===== src/common/tcu_cfg.svh =====
// tensor core tile configuration
// lane count, operand row length and pipeline stage depths
`ifndef TCU_CFG_SVH
`define TCU_CFG_SVH

// lanes per tile, one result word each
`define TCU_LANES   4

// 32-bit words in every A row and B column
`define TCU_N       2

`define TCU_MUL_LAT 2
`define TCU_ACC_LAT 2

`endif


===== src/common/tcu_pkg.sv =====
// tensor core shared types
// integer format codes, the sub-word operand view and operand rows
`include "tcu_cfg.svh"

package tcu_pkg;

    // top bit marks an integer format
    typedef enum logic [3:0] {
        TCU_I8 = 4'd8,
        TCU_U8 = 4'd9,
        TCU_I4 = 4'd10,
        TCU_U4 = 4'd11
    } tcu_fmt_e;

    // one operand word seen as bytes or as nibbles
    typedef union packed {
        logic [3:0][7:0] b;
        logic [7:0][3:0] n;
    } tcu_word_u;

    // one A row or one B column
    typedef logic [`TCU_N-1:0][31:0] tcu_row_t;

endpackage


===== src/common/tcu_issue_if.sv =====
// issue bus from dispatch to the lane array
// valid is a single-cycle pulse, payload held stable with it
`timescale 1ns/1ps
`include "tcu_cfg.svh"

interface tcu_issue_if (
    input logic clk
);
    import tcu_pkg::*;

    logic                          valid;
    tcu_fmt_e                      fmt;
    tcu_row_t                      a_row;
    tcu_row_t [`TCU_LANES-1:0]     b_cols;
    logic [`TCU_LANES-1:0][31:0]   c_vals;

    modport issue (
        output valid,
        output fmt,
        output a_row,
        output b_cols,
        output c_vals
    );

    // b column and addend reach each lane by plain ports
    modport lane (
        input clk,
        input valid,
        input fmt,
        input a_row
    );

endinterface


===== src/source/tcu_dispatch.sv =====
// request side of the tile handshake
// catches the rising edge of req, checks the format code and either
// issues the operands to all lanes or reports an error to collect
`timescale 1ns/1ps
`include "tcu_cfg.svh"

module tcu_dispatch (
    input  logic                                  clk,
    input  logic                                  reset,
    input  logic                                  req,
    input  tcu_pkg::tcu_fmt_e                     fmt,
    input  tcu_pkg::tcu_row_t                     a_row,
    input  tcu_pkg::tcu_row_t [`TCU_LANES-1:0]    b_cols,
    input  logic [`TCU_LANES-1:0][31:0]           c_vals,
    tcu_issue_if.issue                            issue,
    output logic                                  err_pulse
);
    import tcu_pkg::*;

    logic req_q;
    logic req_qq;
    logic req_rise;
    logic fmt_ok;

    // one issue per req high phase
    assign req_rise = req_q & ~req_qq;

    // integer codes only
    assign fmt_ok = fmt inside {TCU_I8, TCU_U8, TCU_I4, TCU_U4};

    always_ff @(posedge clk) begin
        if (reset) begin
            req_q       <= 1'b0;
            req_qq      <= 1'b0;
            issue.valid <= 1'b0;
            err_pulse   <= 1'b0;
        end else begin
            req_q       <= req;
            req_qq      <= req_q;
            issue.valid <= req_rise & fmt_ok;
            err_pulse   <= req_rise & ~fmt_ok;
        end
    end

    // operands are held by the requester while req is high
    always_ff @(posedge clk) begin
        if (req_rise && fmt_ok) begin
            issue.fmt    <= fmt;
            issue.a_row  <= a_row;
            issue.b_cols <= b_cols;
            issue.c_vals <= c_vals;
        end
    end

endmodule


===== src/flat_wrapper.sv =====
// flat-port wrapper written by rule: the top's interface ports become plain ports
module tcu_dispatch_flat import tcu_pkg::*;
  (clk, reset, req, fmt, a_row, b_cols, c_vals, err_pulse, issue_valid, issue_fmt, issue_a_row, issue_b_cols, issue_c_vals);
  tcu_issue_if issue_i (.clk(clk));
  input  logic clk;
  input  logic reset;
  input  logic req;
  input  tcu_pkg::tcu_fmt_e fmt;
  input  tcu_pkg::tcu_row_t a_row;
  input  tcu_pkg::tcu_row_t [`TCU_LANES-1:0] b_cols;
  input  logic [`TCU_LANES-1:0][31:0] c_vals;
  output logic err_pulse;
  output wire logic [$bits(issue_i.valid)-1:0] issue_valid;
  output wire logic [$bits(issue_i.fmt)-1:0] issue_fmt;
  output wire logic [$bits(issue_i.a_row)-1:0] issue_a_row;
  output wire logic [$bits(issue_i.b_cols)-1:0] issue_b_cols;
  output wire logic [$bits(issue_i.c_vals)-1:0] issue_c_vals;
  assign issue_valid = issue_i.valid;
  assign issue_fmt = issue_i.fmt;
  assign issue_a_row = issue_i.a_row;
  assign issue_b_cols = issue_i.b_cols;
  assign issue_c_vals = issue_i.c_vals;
  tcu_dispatch u_core (.clk(clk), .reset(reset), .req(req), .fmt(fmt), .a_row(a_row), .b_cols(b_cols), .c_vals(c_vals), .issue(issue_i), .err_pulse(err_pulse));
endmodule

===== config.mk =====
export PLATFORM = sky130hd
export DESIGN_NAME = tcu_dispatch_flat
export DESIGN_NICKNAME = d
export VERILOG_FILES = /design/src/common/tcu_pkg.sv /design/src/common/tcu_issue_if.sv /design/src/source/tcu_dispatch.sv /design/src/flat_wrapper.sv
export VERILOG_INCLUDE_DIRS = /design/src /design/src/common
export SDC_FILE = /design/constraint.sdc
export NUM_CORES = 1
export LEC_CHECK = 0
export BUFFER_PORTS_ARGS = -buffer_cell sky130_fd_sc_hd__buf_2
export CELL_PAD_IN_SITES_DETAIL_PLACEMENT = 0
export CELL_PAD_IN_SITES_GLOBAL_PLACEMENT = 1
export CORE_AREA = 2 2 351 353
export DETAILED_ROUTE_END_ITERATION = 10
export DIE_AREA = 0 0 353 355
export PLACE_DENSITY = 0.35
export SLEW_MARGIN = 10
export SYNTH_ARGS = -nofsm -noshare
export SYNTH_HDL_FRONTEND = slang
export SYNTH_SLANG_ARGS = --single-unit

===== constraint.sdc =====
create_clock -name clk -period 34.2 [get_ports clk]
set_input_delay 10.26 -clock clk [delete_from_list [all_inputs] [get_ports clk]]
set_output_delay 10.26 -clock clk [all_outputs]
set_load 0.02 [all_outputs]

==> reports/qor.csv <==
metric,value,unit
status,"finished, final reports clean",
combinational share of power,4.4,%
Clock Tree Root,clkbuf_16,
fin crit share,39.69,%
reg2reg start,u_core.req_q$_SDFF_PP0_,
final clock skew,0.009660,ns
Peak VDD IR,0.03151,mV
IO buf count,908,
Flop pwr share,49.9,%
clock share of power,45.7,%
Mapped Cells,463,
Worst Setup End Kind,flip-flop,
Die ar.,125300,um2
TritonCTS Buffers,57,
total global-route track usage,8.598,%
DR vias/cell,2.826,
# hold bufs at CTS,0,
gp weighted congestion,0.8249,
slew at the pin closest to its max-slew limit,1.161,ns
power per cell area,56.89,nW/um2
first-pass GRT wire length,75620,um
clock insertion delay at the later pin of the skew report,0.62,ns
WP data required,34.44,ns
Max-cap violations,0,
Yosys warnings,0,
worst hold start,u_core.req_q$_SDFF_PP0_,
H-tree lvl count,2,
Min Hold Slack,0.5229,ns
# DRC,0,
final hold vios,0,
vias in the first global route,9696,
Area Growth Syn to Fin,61.32,%
Synth top area share,98.91,%
Crit. Startpoint,fmt[2],
1st-pass router iterations,4,
die height,355,um
top area cells in the synthesized netlist,"edfxtp_1 (99%), dfxtp_1 (0.58%), nand2b_4 (0.20%)",
initial DRC count,385,
critical path startpoint category,input pin,
Synth area leader,edfxtp_1,
slew margin rel.,22.59,%
fin nets,1891,
Cell variety after synth,8,
grt ovf,0,
Clock transition at path regs,0.06,ns
mean post-synth cell area,29.64,um2
total power,1259,uW
CTS tree,yes,
placed wire-length estimate,45580,um
Psw,279.6,uW
Tmin final,13.57,ns
io pins,909,
clock buffer depth,3,
chip width,353,um
synthesized area,13720,um2
min-delay worst type,flip-flop to flip-flop,
layout cells sized above 1,67.48,%
Post-CTS Setup Bufs,0,
Pint,979.8,uW
Net Sw Frac,22.20,%
crit path max fanout,77,
synthesized flop and latch total,456,
Vias,8793,
largest net degree at the start of global routing,141,
Highest Clock Rate,0.07367,GHz
"Worst Path Class, Setup",input pin to flip-flop,
Starting Density,11.30,%
Leak Pwr,0.008618,uW
WL final,57240,um
sequential cell area fraction in the yosys report,99.50,%
RSZ-0062 raised after global routing,false,
initial antenna violation count,31,
area of the core,121400,um2
Max Slew Vio Count,0,
Final TNS setup,0,ns
Core Rows,128,
Final ANT Viol Nets,0,
Worst Path Arrival,13.82,ns
Synthesized Nets,918,
post-CTS sizing,0,
WL per Instance,18.40,um
Setup Viol. Count Final,0,
CTS Sinks,456,
## worst paths after layout
kind	slack (ns)	to	cells after the start
setup / recovery	20.63	u_core.issue.b_cols[16]$_DFFE_PP_	7
hold / removal	0.52	u_core.issue.valid$_SDFF_PP0_	2
hold reg to reg	0.52	u_core.issue.valid$_SDFF_PP0_	2
setup reg to reg	30.08	u_core.issue.b_cols[16]$_DFFE_PP_	6
## cell usage in the layout, fill, tap and decap left out
| master | instances |
|---|---|
| buf_12 | 1 |
| buf_2 | 908 |
| buf_4 | 5 |
| bufinv_16 | 2 |
| clkbuf_1 | 12 |
| clkbuf_16 | 59 |
| clkinv_1 | 13 |
| clkinv_2 | 8 |
| clkinv_4 | 4 |
| clkinvlp_4 | 4 |
| dfxtp_1 | 4 |
| diode_2 | 4 |
| edfxtp_1 | 452 |
| inv_6 | 3 |
| nand2b_4 | 2 |
| nor2_4 | 1 |
| nor2b_1 | 1 |
| nor2b_2 | 1 |
| nor3_2 | 1 |
| nor3b_2 | 1 |
## metal layers
metal  GRT usage (%)  part of all wire [%]  up-vias
met3           4.190                    10      112
met5               0                  0.37        -
met4           3.200                   2.8       32
met1           8.357                    34     4268
li1                -                     -     3868
met2           15.66                    53      513
## worst max-delay path, stage by stage
cell and delay (ns):
buf_2 0.11, nand2b_4 0.15, nor2_4 0.38, buf_4 0.48, buf_4 0.75, buf_4 0.60, buf_4 0.84
## cells by family (layout without fill, tap and decap cells)
group / Yosys count / count (layout) / share of synthesized area [%]
buffers and inverters: 0 / 1019 / 0
and+or+nand+nor: 7 / 7 / 0.5015
other: 0 / 4 / 0
DFF: 456 / 456 / 99.50
## sequential cells by signal, indices dropped and copies added (netlist names)
register / cells
u_core.issue.b_cols: 256
u_core.req_qq: 1
u_core.issue.a_row: 64
u_core.err_pulse: 1
u_core.issue.valid: 1
u_core.issue.c_vals: 128
u_core.issue.fmt: 4
u_core.req_q: 1
## power groups by stage
stage / Combinational (uW) / Sequential (uW) / Clock (uW)
floorplan: 3.97 / 660 / 0
global placement: 57.0 / 640 / 0
global route: 60.3 / 629 / 623
detailed placement: 57.7 / 641 / 0
CTS: 57.7 / 629 / 605
finish: 55.6 / 629 / 575
## metrics by stage
stage | cell area, um2 | util (%) | cells | setup slack, ns
floorplan | 13720 | - | 463 | 3.879
global placement | 20360 | 16.78 | 3002 | 20.05
detailed placement | 20360 | 16.78 | 3002 | 19.89
CTS | 22130 | 18.23 | 3107 | 20.63
global route | 22140 | 18.23 | 3111 | 20.32
finish | 22140 | 18.23 | 3111 | 20.63
## synthesized netlist by cell type, drive strengths merged
library cell,count
nor2b,2
nand2b,2
nor3b,1
nor3,1
edfxtp,452
dfxtp,4
nor2,1
## area by class of cell
cell class	instances	area (um2)
Antenna cell	4	10.01
Clock buffer	71	1521
Clock inverter	34	240.2
Fill cell	13390	99260
Multi-Input combinational cell	7	76.32
Sequential cell	456	13650
Tap cell	1625	2033
Timing Repair Buffer	914	4602
(Power assumes the default switching activity.)
