File: src/common/tcu_cfg.svh
// tensor core tile configuration
// lane count, operand row length and pipeline stage depths
`ifndef TCU_CFG_SVH
`define TCU_CFG_SVH

// lanes per tile, one result word each
`define TCU_LANES   4

// 32-bit words in every A row and B column
`define TCU_N       2

`define TCU_MUL_LAT 2
`define TCU_ACC_LAT 2

`endif

File: src/source/tcu_collect.sv
// response side of the tile handshake
// latches the lane results or an error, raises ack and drops it
// again once req has been seen low
`timescale 1ns/1ps
`include "tcu_cfg.svh"

module tcu_collect (
    input  logic                          clk,
    input  logic                          reset,
    input  logic [`TCU_LANES-1:0][31:0]   d_val,
    input  logic [`TCU_LANES-1:0]         d_valid,
    input  logic                          err_pulse,
    input  logic                          req,
    output logic [`TCU_LANES-1:0][31:0]   d_vals,
    output logic                          err,
    output logic                          ack
);

    logic req_q;
    logic all_valid;

    // lanes run in lockstep
    assign all_valid = &d_valid;

    always_ff @(posedge clk) begin
        if (reset) begin
            req_q <= 1'b0;
            ack   <= 1'b0;
            err   <= 1'b0;
        end else begin
            req_q <= req;
            if (all_valid) begin
                ack <= 1'b1;
                err <= 1'b0;
            end else if (err_pulse) begin
                ack <= 1'b1;
                err <= 1'b1;
            end else if (ack && !req_q) begin
                ack <= 1'b0;
                err <= 1'b0;
            end
        end
    end

    // refused requests answer with zeros
    always_ff @(posedge clk) begin
        if (all_valid) begin
            d_vals <= d_val;
        end else if (err_pulse) begin
            d_vals <= '0;
        end
    end

    a_lanes_lockstep: assert property (@(posedge clk) disable iff (reset)
        (d_valid == '0) || all_valid);

    // the handshake keeps a second result out while ack is up
    a_no_overlap: assert property (@(posedge clk) disable iff (reset)
        ack |-> (d_valid == '0) && !err_pulse);

endmodule

File: config.mk
export PLATFORM = sky130hd
export DESIGN_NAME = tcu_collect
export DESIGN_NICKNAME = d
export VERILOG_FILES = /design/src/source/tcu_collect.sv
export VERILOG_INCLUDE_DIRS = /design/src /design/src/common
export SDC_FILE = /design/constraint.sdc
export NUM_CORES = 1
export LEC_CHECK = 0
export CAP_MARGIN = 30
export CORE_ASPECT_RATIO = 1.4
export CORE_MARGIN = 1.5
export CORE_UTILIZATION = 25
export DETAILED_ROUTE_END_ITERATION = 10
export DONT_BUFFER_PORTS = 1
export GPL_TIMING_DRIVEN = 0
export HOLD_SLACK_MARGIN = 0.08
export SYNTH_ARGS = -nofsm -noshare
export SYNTH_HDL_FRONTEND = slang
export SYNTH_SLANG_ARGS = --single-unit
File: constraint.sdc
create_clock -name clk -period 3.2 [get_ports clk]
set_input_delay 0.64 -clock clk [delete_from_list [all_inputs] [get_ports clk]]
set_output_delay 0.64 -clock clk [all_outputs]
set_load 0.005 [all_outputs]
==> results of run 1 <==
## how the worst max path moves through the flow
stage	from	to	slack [ns]
finish	d_valid[2]	d_vals[18]$_SDFFCE_PN0P_	0.90
global route	d_valid[2]	d_vals[17]$_SDFFCE_PN0P_	0.77
CTS	d_valid[2]	d_vals[17]$_SDFFCE_PN0P_	0.88
detailed placement	d_valid[2]	d_vals[91]$_SDFFCE_PN0P_	0.45
global placement	d_valid[2]	d_vals[91]$_SDFFCE_PN0P_	-0.57
floorplan	d_valid[2]	d_vals[0]$_SDFFCE_PN0P_	0.04
## cells in the final DEF, fill, tap and decap left out, types with 2 or more instances in the layout
cell,Yosys,final
and2_1,128,128
edfxtp_1,128,128
clkbuf_16,0,17
buf_8,9,9
clkbuf_1,4,6
clkinv_4,0,4
bufinv_16,0,4
dfxtp_1,3,3
clkinvlp_4,0,3
clkinv_1,0,2
## sequential cells by signal, summed over array words and instances, names as in the netlist
| register | flops |
|---|---|
| d_vals | 128 |
| ack | 1 |
| err | 1 |
| req_q | 1 |
## report_power, final
group	switching (W)	total [W]	leakage [nW]	internal [W]
Combinational	0.0000561	0.0000865	0.489	0.0000303
Clock	0.000703	0.00201	0.288	0.00130
Sequential	0.0000704	0.00208	1.26	0.00201
## per-stage QoR
| step | TNS, ns | setup WS (ns) | cell area, um2 | total power (W) |
|---|---|---|---|---|
| after detailed placement | 0 | 0.4504 | 5266 | 0.002210 |
| final | 0 | 0.9025 | 5887 | 0.004174 |
| after global routing | 0 | 0.7653 | 5887 | 0.004323 |
| after CTS | 0 | 0.8830 | 5884 | 0.004235 |
| after global placement | -71.88 | -0.5694 | 5236 | 0.002204 |
| after floorplan | 0 | 0.04218 | 4926 | 0.002158 |
## cell type report
cell class                      count  area [um2]  share of cell area, %
Clock buffer                       19       432.9                  7.354
Timing Repair Buffer                1       27.53                 0.4676
Clock inverter                     13       185.2                  3.146
Tap cell                          248       310.3                  5.271
Multi-Input combinational cell    136       854.6                  14.52
Antenna cell                        1       2.502                0.04251
Buffer                             14       170.2                  2.891
Sequential cell                   131        3904                  66.31
## layer usage
metal	vias to the layer above	track usage (%)	wire [um]
met3	22	7.244	1355
li1	1022	-	-
met2	159	17.39	5642
met4	8	4.348	180
met5	-	0	55
met1	1112	8.699	3131
## cell families (layout without fill, tap and decap cells)
| logic type | Yosys count | after routing | share of synthesized area (%) |
|---|---|---|---|
| AO/OA/AOI/OAI | 2 | 2 | 0.2540 |
| flip-flops | 131 | 131 | 79.25 |
| buffers and inverters | 14 | 47 | 3.454 |
| other | 0 | 1 | 0 |
| AND/OR/NAND/NOR | 134 | 134 | 17.04 |
## worst reg2reg max path, cell delays in order (launching register included)
cell and delay [ns]:
dfxtp_1 0.39, nand2b_1 0.08, a21oi_1 0.14, nor3_1 0.05
==> reports/metrics.yaml, run 1 <==
finalNetCount: 437
maxSlewViolCount: 0
rsz0062_at_grt: "no"
drt_first_iter_violations: 100
max_slew_margin_pct: 40.37
timing_worst_setup_path_type: "in2reg"
syn-num-nets: 417
finalCritPeriodShare_pct: 71.80
dieArea_mm2: 0.02057
place_inst: 530
finalHoldViolations: 0
finalHoldWorstSlack_ns: 0.3062
clkSlewWorstSetupHoldPaths_ns: 0.06
synth_top_area_share_pct: 78.03
fraction_of_the_yosys_area_taken_by_sequential_cells_pct: 79.25
gr-total-overflow: 0
ys_ff_latch: 131
outcome: "finished, final reports clean"
critical_path.top_delay_family: "simple AND/OR/NAND/NOR gates"
hold_path_end: "req_q$_SDFF_PP0_"
netlist_instances: 281
port-buffer-count: 0
drive_gt1_share_pct: 13.06
gp_congestion: 0.6943
number_of_antenna_violations_at_the_first_check_in_global_routing: 5
cp-start-kind: "input pin"
worstHoldPathType: "in2reg"
starting_utilization_of_the_core_area_pct: 25.53
worst_setup_path_end_kind: "flip-flop"
detail_route.drc_violations: 0
critical_path_peak_fanout: 66
synth_warnings: 0
timing.final.setup_violations: 0
synth.avg_cell_area_um2: 17.53
hp-start: "reset"
post_synth_main_area_contributors: "edfxtp_1 (78%), and2_1 (16%), buf_8 (2.7%)"
die-width_um: 121.6
vias: 2323
timing.critical_path.cells: "and4_4, clkbuf_1, or2_4, buf_16"
cts-hold-fix-buffers: 0
grt_util_all_layers_pct: 10.06
clock_latency_ns: 0.40
synth_enable_flop_cells: 128
grt_first_pass_wirelength_mm: 14.79
avgViaCountPerCell: 4.126
route.final.wire_length_mm: 10.37
cts-buffers-inserted: 17
die-height_um: 169.1
worstMarginPinSlew_ns: 0.8944
instances_no_fill: 563
ios: 266
grt_max_degree: 67
placementRows: 60
detail-route-antenna-nets: 0
ys_top_cells_by_count: "and2_1 (128), edfxtp_1 (128), buf_8 (9), clkbuf_1 (4), dfxtp_1 (3)"
clock_tree.buffer_depth: 2
postcts_resize_cnt: 0
cts_root_buffer: "clkbuf_16"
r2r.worst_path.cells: 3
fillCellCount: 1873
detail_route.first_pass.iterations: 4
hpwl_mm: 7.755
number_of_violations_of_the_max_capacitance_limit: 0
yosys_most_used_dff: "edfxtp_1"
critPathArrivalTime_ns: 2.36
routedWlPerCell_um: 18.41
crit_slowest_cell: "or2_4"
r2r_end: "err$_SDFFE_PP0P_"
worst_hold_path.num_cells: 1
peak_supply_drop_mv: 0.2916
power_leakage_nw: 2.041
number_of_global_route_vias_before_repair: 2468
areal_power_density_over_the_cells_mw_per_mm2: 709.1
h-tree-depth: 4
postLayoutCoreUtil_pct: 30.51
cts.repair_timing.setup_buffer_count: 0
yosysTopAreaCell: "edfxtp_1"
post-route-min-period_ns: 2.297
netlist-cell-type-count: 14
share_of_synthesized_flip_flops_with_an_asynchronous_set_or_reset_pct: 0
required_ns: 3.26
setup.reg_to_reg.worst_slack_ns: 2.41
clock.fmax_mhz: 435.3
clock_skew_ns: 0.001424
r2r_start: "ack$_SDFFE_PP0P_"
sinks_on_the_clock_net: 131
timing.critical_path.depth: 4
cp.buffers_inverters: 2
cts_tree: "done"
core_mm2: 0.01929
timing.critical_path.slowest_cell_delay_ns: 0.75
syn_area_mm2: 0.004926
area_delta_synth_final_pct: 19.51
(Power assumes the default switching activity.)
==> inputs of run 2 (changes only) <==
Settings changed: ABC_AREA set to 1.
Clock period 3.2 ns to 1.9 ns, I/O delays scaled along.
==> run 2 against run 1 <==
  * First-iteration DRC count increased by 19%
  * Sequential share of layout area decreased by 5.0 points
  * Final area increased by 8.2%
  * Setup slack got worse by 0.50 ns
  * Largest cell class unchanged
==> reports/metrics.yaml, run 2 <==
crit_slowest_cell: "buf_16"
gp_congestion: 0.6935  # -0.12%
detail_route.drc_violations: 0  # unchanged
rsz0062_at_grt: "no"
instances_no_fill: 716  # +27%
finalNetCount: 579  # +32%
p_clk_share_pct: 46.4  # -1.6 points
p_switching_w: 0.001507  # +82%
antenna_cells: 0  # -1
yosysTopAreaCell: "edfxtp_1"
power.share.switching_pct: 21.47  # +1.6 points
worst_setup_path_end_kind: "flip-flop"
die-width_um: 127.0  # +4.4%
syn_area_mm2: 0.005380  # +9.2%
die-height_um: 176.6  # +4.4%
layout.cells.most_common_list: "inv_1 (133), edfxtp_1 (128), nor2_2 (89), nor2_1 (41), clkbuf_16 (17)"
finalInstanceArea_mm2: 0.006370  # +8.2%
final_common_cell: "inv_1"
synth_top_area_share_pct: 71.44  # -6.6 points
grt_max_degree: 129  # +93%
synth_enable_flop_cells: 128  # unchanged
post_synth_main_area_contributors: "edfxtp_1 (71%), nor2_2 (10%), inv_1 (9.3%)"
route.final.wire_length_mm: 11.35  # +9.5%
core_mm2: 0.02113  # +9.5%
number_of_global_route_vias_before_repair: 2847  # +15%
timing.critical_path.slowest_cell_delay_ns: 0.48  # -0.27 ns
timing_worst_setup_path_type: "in2reg"
share_of_synthesized_flip_flops_with_an_asynchronous_set_or_reset_pct: 0  # unchanged
dieArea_mm2: 0.02242  # +9.0%
power_leakage_nw: 2.703  # +32%
max_slew_margin_pct: 58.27  # +18 points
number_of_antenna_violations_at_the_first_check_in_global_routing: 0  # -5
cp-start-kind: "input pin"
clock_tree.buffer_depth: 2  # unchanged
sequential_share_of_power_pct: 50.1  # +0.2 points
h-tree-depth: 4  # unchanged
synth_warnings: 0  # unchanged
areal_power_density_over_the_cells_mw_per_mm2: 1102  # +55%
clock.fmax_mhz: 667.2
clkSlewWorstSetupHoldPaths_ns: 0.06  # about the same
cts-buffers-inserted: 17  # unchanged
required_ns: 1.94  # -1.32 ns
fraction_of_the_yosys_area_taken_by_sequential_cells_pct: 72.56  # -6.7 points
worstMarginPinSlew_ns: 0.6259  # -0.2685 ns
dpl_cell_area_mm2: 0.005722  # +8.6%
yosys_most_used_dff: "edfxtp_1"
ys_ff_latch: 131  # unchanged
cts_root_buffer: "clkbuf_16"
finalHoldViolations: 0  # unchanged
ys_top_cells_by_count: "inv_1 (133), edfxtp_1 (128), nor2_2 (89), nor2_1 (41), buf_12 (9)"
gr-total-overflow: 0  # unchanged
outcome: "finished, final reports clean"
post-route-min-period_ns: 1.499
critPathArrivalTime_ns: 1.54  # -0.82 ns
power.internal_w: 0.005512  # +65%
finalCritPeriodShare_pct: 78.88
largest_register_ffs: 128  # unchanged
grt_first_pass_wirelength_mm: 16.28  # +10%
hpwl_mm: 8.378  # +8.0%
timing.critical_path.cells: "nand2_1, inv_2, nand2_4, buf_12, buf_6, nand2_8, buf_16"
report.power.total_w: 0.007019  # +68%
maxSlewViolCount: 0  # unchanged
drive_gt1_share_pct: 30.04  # +17 points
detail_route.first_pass.iterations: 4  # unchanged
number_of_violations_of_the_max_capacitance_limit: 0  # unchanged
clock_skew_ns: 0.0001757  # -0.001248 ns
critical_path_peak_fanout: 128  # +94%
grt_util_all_layers_pct: 10.15  # +0.092 points
clock_latency_ns: 0.41  # about the same
worstHoldPathType: "in2reg"
detail-route-antenna-nets: 0  # unchanged
cts_tree: "done"
drt_first_iter_violations: 119  # +19%
routedWlPerCell_um: 15.85  # -14%
timing.final.setup_violations: 0  # unchanged
avgViaCountPerCell: 3.901  # -5.5%
vias: 2793  # +20%
peak_supply_drop_mv: 0.5619  # +93%
most_frequently_used_cell_type_in_the_post_synthesis_netlist: "inv_1"
port-buffer-count: 0  # unchanged
netlist-cell-type-count: 13  # -1
comb_power_share_pct: 3.6  # +1.5 points
area_delta_synth_final_pct: 18.40
place_inst: 680  # +28%
register_ranked_first_by_flip_flop_count: "d_vals"
netlist_instances: 420  # +49%
placementRows: 63  # +5.0%
sinks_on_the_clock_net: 131  # unchanged
starting_utilization_of_the_core_area_pct: 25.47  # -0.064 points
ios: 266  # unchanged
syn-num-nets: 556  # +33%
synth.avg_cell_area_um2: 12.81  # -27%
run 2: cell types whose count changed in the layout (fill, tap and decap cells not counted), moves of 3 or more:
| cell | delta |
|---|---|
| nor2_1 | +40 |
| clkbuf_1 | -6 |
| inv_1 | +133 |
| buf_2 | +4 |
| nand2_1 | +6 |
| and2_1 | -128 |
| nor2_2 | +89 |
| buf_12 | +8 |
| buf_8 | -9 |
| dlygate4sd3_1 | +3 |
| clkinv_2 | +3 |
run 2: power groups by stage:
stage          Combinational (W)  Sequential (W)  Clock [W]
2_1_floorplan           0.000193         0.00352          0
3_3_place_gp            0.000231         0.00358          0
3_5_place_dp            0.000242         0.00358          0
4_1_cts                 0.000248         0.00353    0.00335
5_1_grt                 0.000282         0.00354    0.00347
6_report                0.000250         0.00352    0.00325
run 2: through the flow:
stage | util (%) | setup TNS [ns] | hold WS [ns] | setup WS, ns
floorplan | - | 0 | 0.4512 | 0.1419
global placement | 27.08 | -22.35 | 0.4555 | -0.1852
detailed placement | 27.08 | -29.55 | 0.4546 | -0.2442
CTS | 30.02 | 0 | 0.09402 | 0.1978
global route | 30.15 | 0 | 0.1204 | 0.3425
finish | 30.15 | 0 | 0.1233 | 0.4013
run 2: what timing repair did:
action | in CTS | in global routing
gates resized for setup | 0 | 0
buffers inserted | 0 | 0
endpoints found under the hold margin | 2 | 0
hold buffers | 3 | 0
run 2: area by class of cell:
type	instances	area [um2]
clock buffers	17	425.4
repair buffers	4	57.56
fillers	2134	14760
multi-input cells	140	774.5
plain buffers	14	211.5
clock inverters	15	165.2
inverters	135	506.7
well taps	260	325.3
flip-flops and latches	131	3904
run 2: path summary, 6_finish.rpt:
kind / from / endpoint / slack [ns] / cells after the start
setup / recovery: d_valid[2] / d_vals[69]$_SDFFCE_PN0P_ / 0.40 / 7
hold reg to reg: err$_SDFFE_PP0P_ / err$_SDFFE_PP0P_ / 0.55 / 2
hold / removal: reset / ack$_SDFFE_PP0P_ / 0.12 / 3
setup reg to reg: ack$_SDFFE_PP0P_ / err$_SDFFE_PP0P_ / 1.12 / 3
run 2: kinds of logic after synthesis:
group	count (synthesis)	synth area share (%)
DFF	131	72.56
AOI/OAI and AO/OA	1	0.09293
and+or+nand+nor	139	14.00
buffers and inverters	149	13.35
run 2: critical path: cells and delay by family:
| family | cells | cell delay (ns) |
|---|---|---|
| buffers and inverters | 4 | 0.90 |
| and+or+nand+nor | 3 | 0.19 |
run 2: layer usage:
metal / GRT usage, % / wire [um]
met4: 5.777 / 339
met1: 9.741 / 3961
met3: 5.152 / 940
met5: 0 / 0
met2: 17.48 / 6105
==> inputs of run 3 (changes only) <==
Clock period 1.9 ns to 1.22 ns, I/O delays scaled along.
==> run 3 against run 2 <==
  * Clock power grew 53%
  * Non-clock buffer count is 127 higher
  * Core utilization grew 6.0 points
  * Largest cell class unchanged
  * Register-to-register slack got worse by 0.64 ns
  * Sequential cell count unchanged
  * Critical path type unchanged
  * First-iteration DRC count grew 49%
==> reports/metrics.yaml, run 3 (synthesized netlist as in run 2, its figures left out) <==
areal_power_density_over_the_cells_mw_per_mm2: 1465  # +33%
route.final.wire_length_mm: 13.43  # +18%
critical_path_peak_fanout: 64  # -50%
hp-start: "err_pulse"
p_clk_share_pct: 44.4  # -2.0 points
dieArea_mm2: 0.02242  # unchanged
critPathArrivalTime_ns: 1.19  # -0.35 ns
vias: 3316  # +19%
worstHoldPathType: "in2reg"
detail_route.first_pass.iterations: 4  # unchanged
cp-start-kind: "input pin"
maxSlewViolCount: 0  # unchanged
layout.cells.most_common_list: "inv_1 (133), dlygate4sd3_1 (131), edfxtp_1 (128), nor2_2 (89), nor2_1 (41)"
clock_tree.buffer_depth: 2  # unchanged
finalHoldViolations: 0  # unchanged
post-route-min-period_ns: 1.157
rsz0062_at_grt: "no"
r2r_start: "ack$_SDFFE_PP0P_"
clock_skew_ns: 0.004778  # +0.004602 ns
sinks_on_the_clock_net: 131  # unchanged
gp_congestion: 0.6753  # -2.6%
number_of_antenna_violations_at_the_first_check_in_global_routing: 0  # unchanged
global_route.usage.met3_pct: 6.030  # +0.88 points
final_common_cell: "inv_1"
power_leakage_nw: 3.236  # +20%
clock.fmax_mhz: 864.0
avgViaCountPerCell: 3.938  # +0.96%
p_switching_w: 0.002348  # +56%
placementRows: 63  # unchanged
sequential_share_of_power_pct: 49.0  # -1.1 points
largest_register_ffs: 128  # unchanged
critical_path.startpoint: "d_valid[3]"
cts.repair_timing.setup_buffer_count: 0  # unchanged
routedWlPerCell_um: 15.95  # +0.64%
timing.final.setup_violations: 0  # unchanged
register_ranked_first_by_flip_flop_count: "d_vals"
clkSlewWorstSetupHoldPaths_ns: 0.05  # about the same
outcome: "finished, final reports clean"
clock_latency_ns: 0.42  # about the same
core_mm2: 0.02113  # unchanged
max_slew_margin_pct: 64.85  # +6.6 points
antenna_cells: 0  # unchanged
port-buffer-count: 0  # unchanged
number_of_violations_of_the_max_capacitance_limit: 0  # unchanged
peak_supply_drop_mv: 0.9008  # +60%
hpwl_mm: 7.830  # -6.5%
h-tree-depth: 4  # unchanged
worstMarginPinSlew_ns: 0.5272  # -0.09871 ns
finalInstanceArea_mm2: 0.007634  # +20%
gr-total-overflow: 0  # unchanged
grt_peak_use_layer: "met2"
cts_root_buffer: "clkbuf_16"
drt_first_iter_violations: 177  # +49%
area_delta_synth_final_pct: 41.88
grtUsageMet2_pct: 21.99  # +4.5 points
instances_no_fill: 842  # +18%
cts_tree: "done"
starting_utilization_of_the_core_area_pct: 25.47  # unchanged
globalRouteMet1Util_pct: 9.726  # -0.014 points
postLayoutCoreUtil_pct: 36.13  # +6.0 points
ios: 266  # unchanged
number_of_global_route_vias_before_repair: 3521  # +24%
finalCritPeriodShare_pct: 94.87
dpl_cell_area_mm2: 0.005746  # +0.42%
worst_setup_path_end_kind: "flip-flop"
die-width_um: 127.0  # unchanged
drive_gt1_share_pct: 22.85  # -7.2 points
comb_power_share_pct: 6.5  # +2.9 points
timing_worst_setup_path_type: "in2reg"
fillCellCount: 1946  # -8.8%
required_ns: 1.25  # -0.69 ns
detail-route-antenna-nets: 0  # unchanged
grt_util_all_layers_pct: 11.73  # +1.6 points
power.internal_w: 0.008834  # +60%
cts-buffers-inserted: 17  # unchanged
grt_first_pass_wirelength_mm: 18.98  # +17%
place_inst: 680  # unchanged
power.share.switching_pct: 21.00  # -0.48 points
finalNetCount: 707  # +22%
die-height_um: 176.6  # unchanged
grt_max_degree: 65  # -50%
detail_route.drc_violations: 0  # unchanged
==> run 3: worst max-delay path: stages <==
cell and delay (ns):
nand2_4 0.04, inv_2 0.04, nand2_4 0.09, buf_12 0.20
buf_12 0.20, nand2_8 0.30
==> run 3: path summary, 6_finish.rpt <==
check | endpoint | slack (ns) | depth (start not counted)
max | d_vals[102]$_SDFFCE_PN0P_ | 0.06 | 6
min | ack$_SDFFE_PP0P_ | 0.22 | 4
max reg2reg | err$_SDFFE_PP0P_ | 0.48 | 3
min reg2reg | err$_SDFFE_PP0P_ | 0.54 | 2
==> run 3: stage by stage <==
stage               worst slack, ns  setup TNS (ns)  power, W  hold WS [ns]
floorplan                   -0.3769          -48.25  0.005787        0.3152
detailed placement          -0.7010          -88.32  0.005952        0.3214
CTS                         0.05225               0   0.01129        0.2037
global placement            -0.6569          -82.60  0.005935        0.3210
global route               0.002200               0   0.01155        0.2334
finish                      0.06253               0   0.01118        0.2155
==> run 3: area by class of cell <==
cell class                      count  area, um2  share of cell area, %
Clock buffer                       23      447.9                  5.868
Multi-Input combinational cell    141      809.5                  10.60
Clock inverter                      7      108.9                  1.426
Tap cell                          260      325.3                  4.262
Timing Repair Buffer              131       1311                  17.18
Sequential cell                   131       3904                  51.14
Buffer                             14      220.2                  2.885
Inverter                          135      506.7                  6.638
==> run 3: timing repair <==
item,4_1_cts,5_1_grt
gates resized for setup,1,0
endpoints found under the setup margin,128,0
hold buffers,131,0
hold endpoints to repair,131,0
==> run 3: power by group through the flow <==
| stage | Clock (W) | Combinational (W) | Sequential (W) |
|---|---|---|---|
| finish | 0.00497 | 0.000732 | 0.00548 |
| detailed placement | 0 | 0.000377 | 0.00558 |
| CTS | 0.00508 | 0.000726 | 0.00549 |
| global placement | 0 | 0.000362 | 0.00557 |
| floorplan | 0 | 0.000304 | 0.00548 |
| global route | 0.00524 | 0.000793 | 0.00552 |
==> run 3: per-layer routing <==
metal  share of wire, %  vias to the layer above
met5                  0                        -
met4                3.2                        0
met3                8.8                       30
met2                 55                      172
met1                 33                     1553
li1                   -                     1561
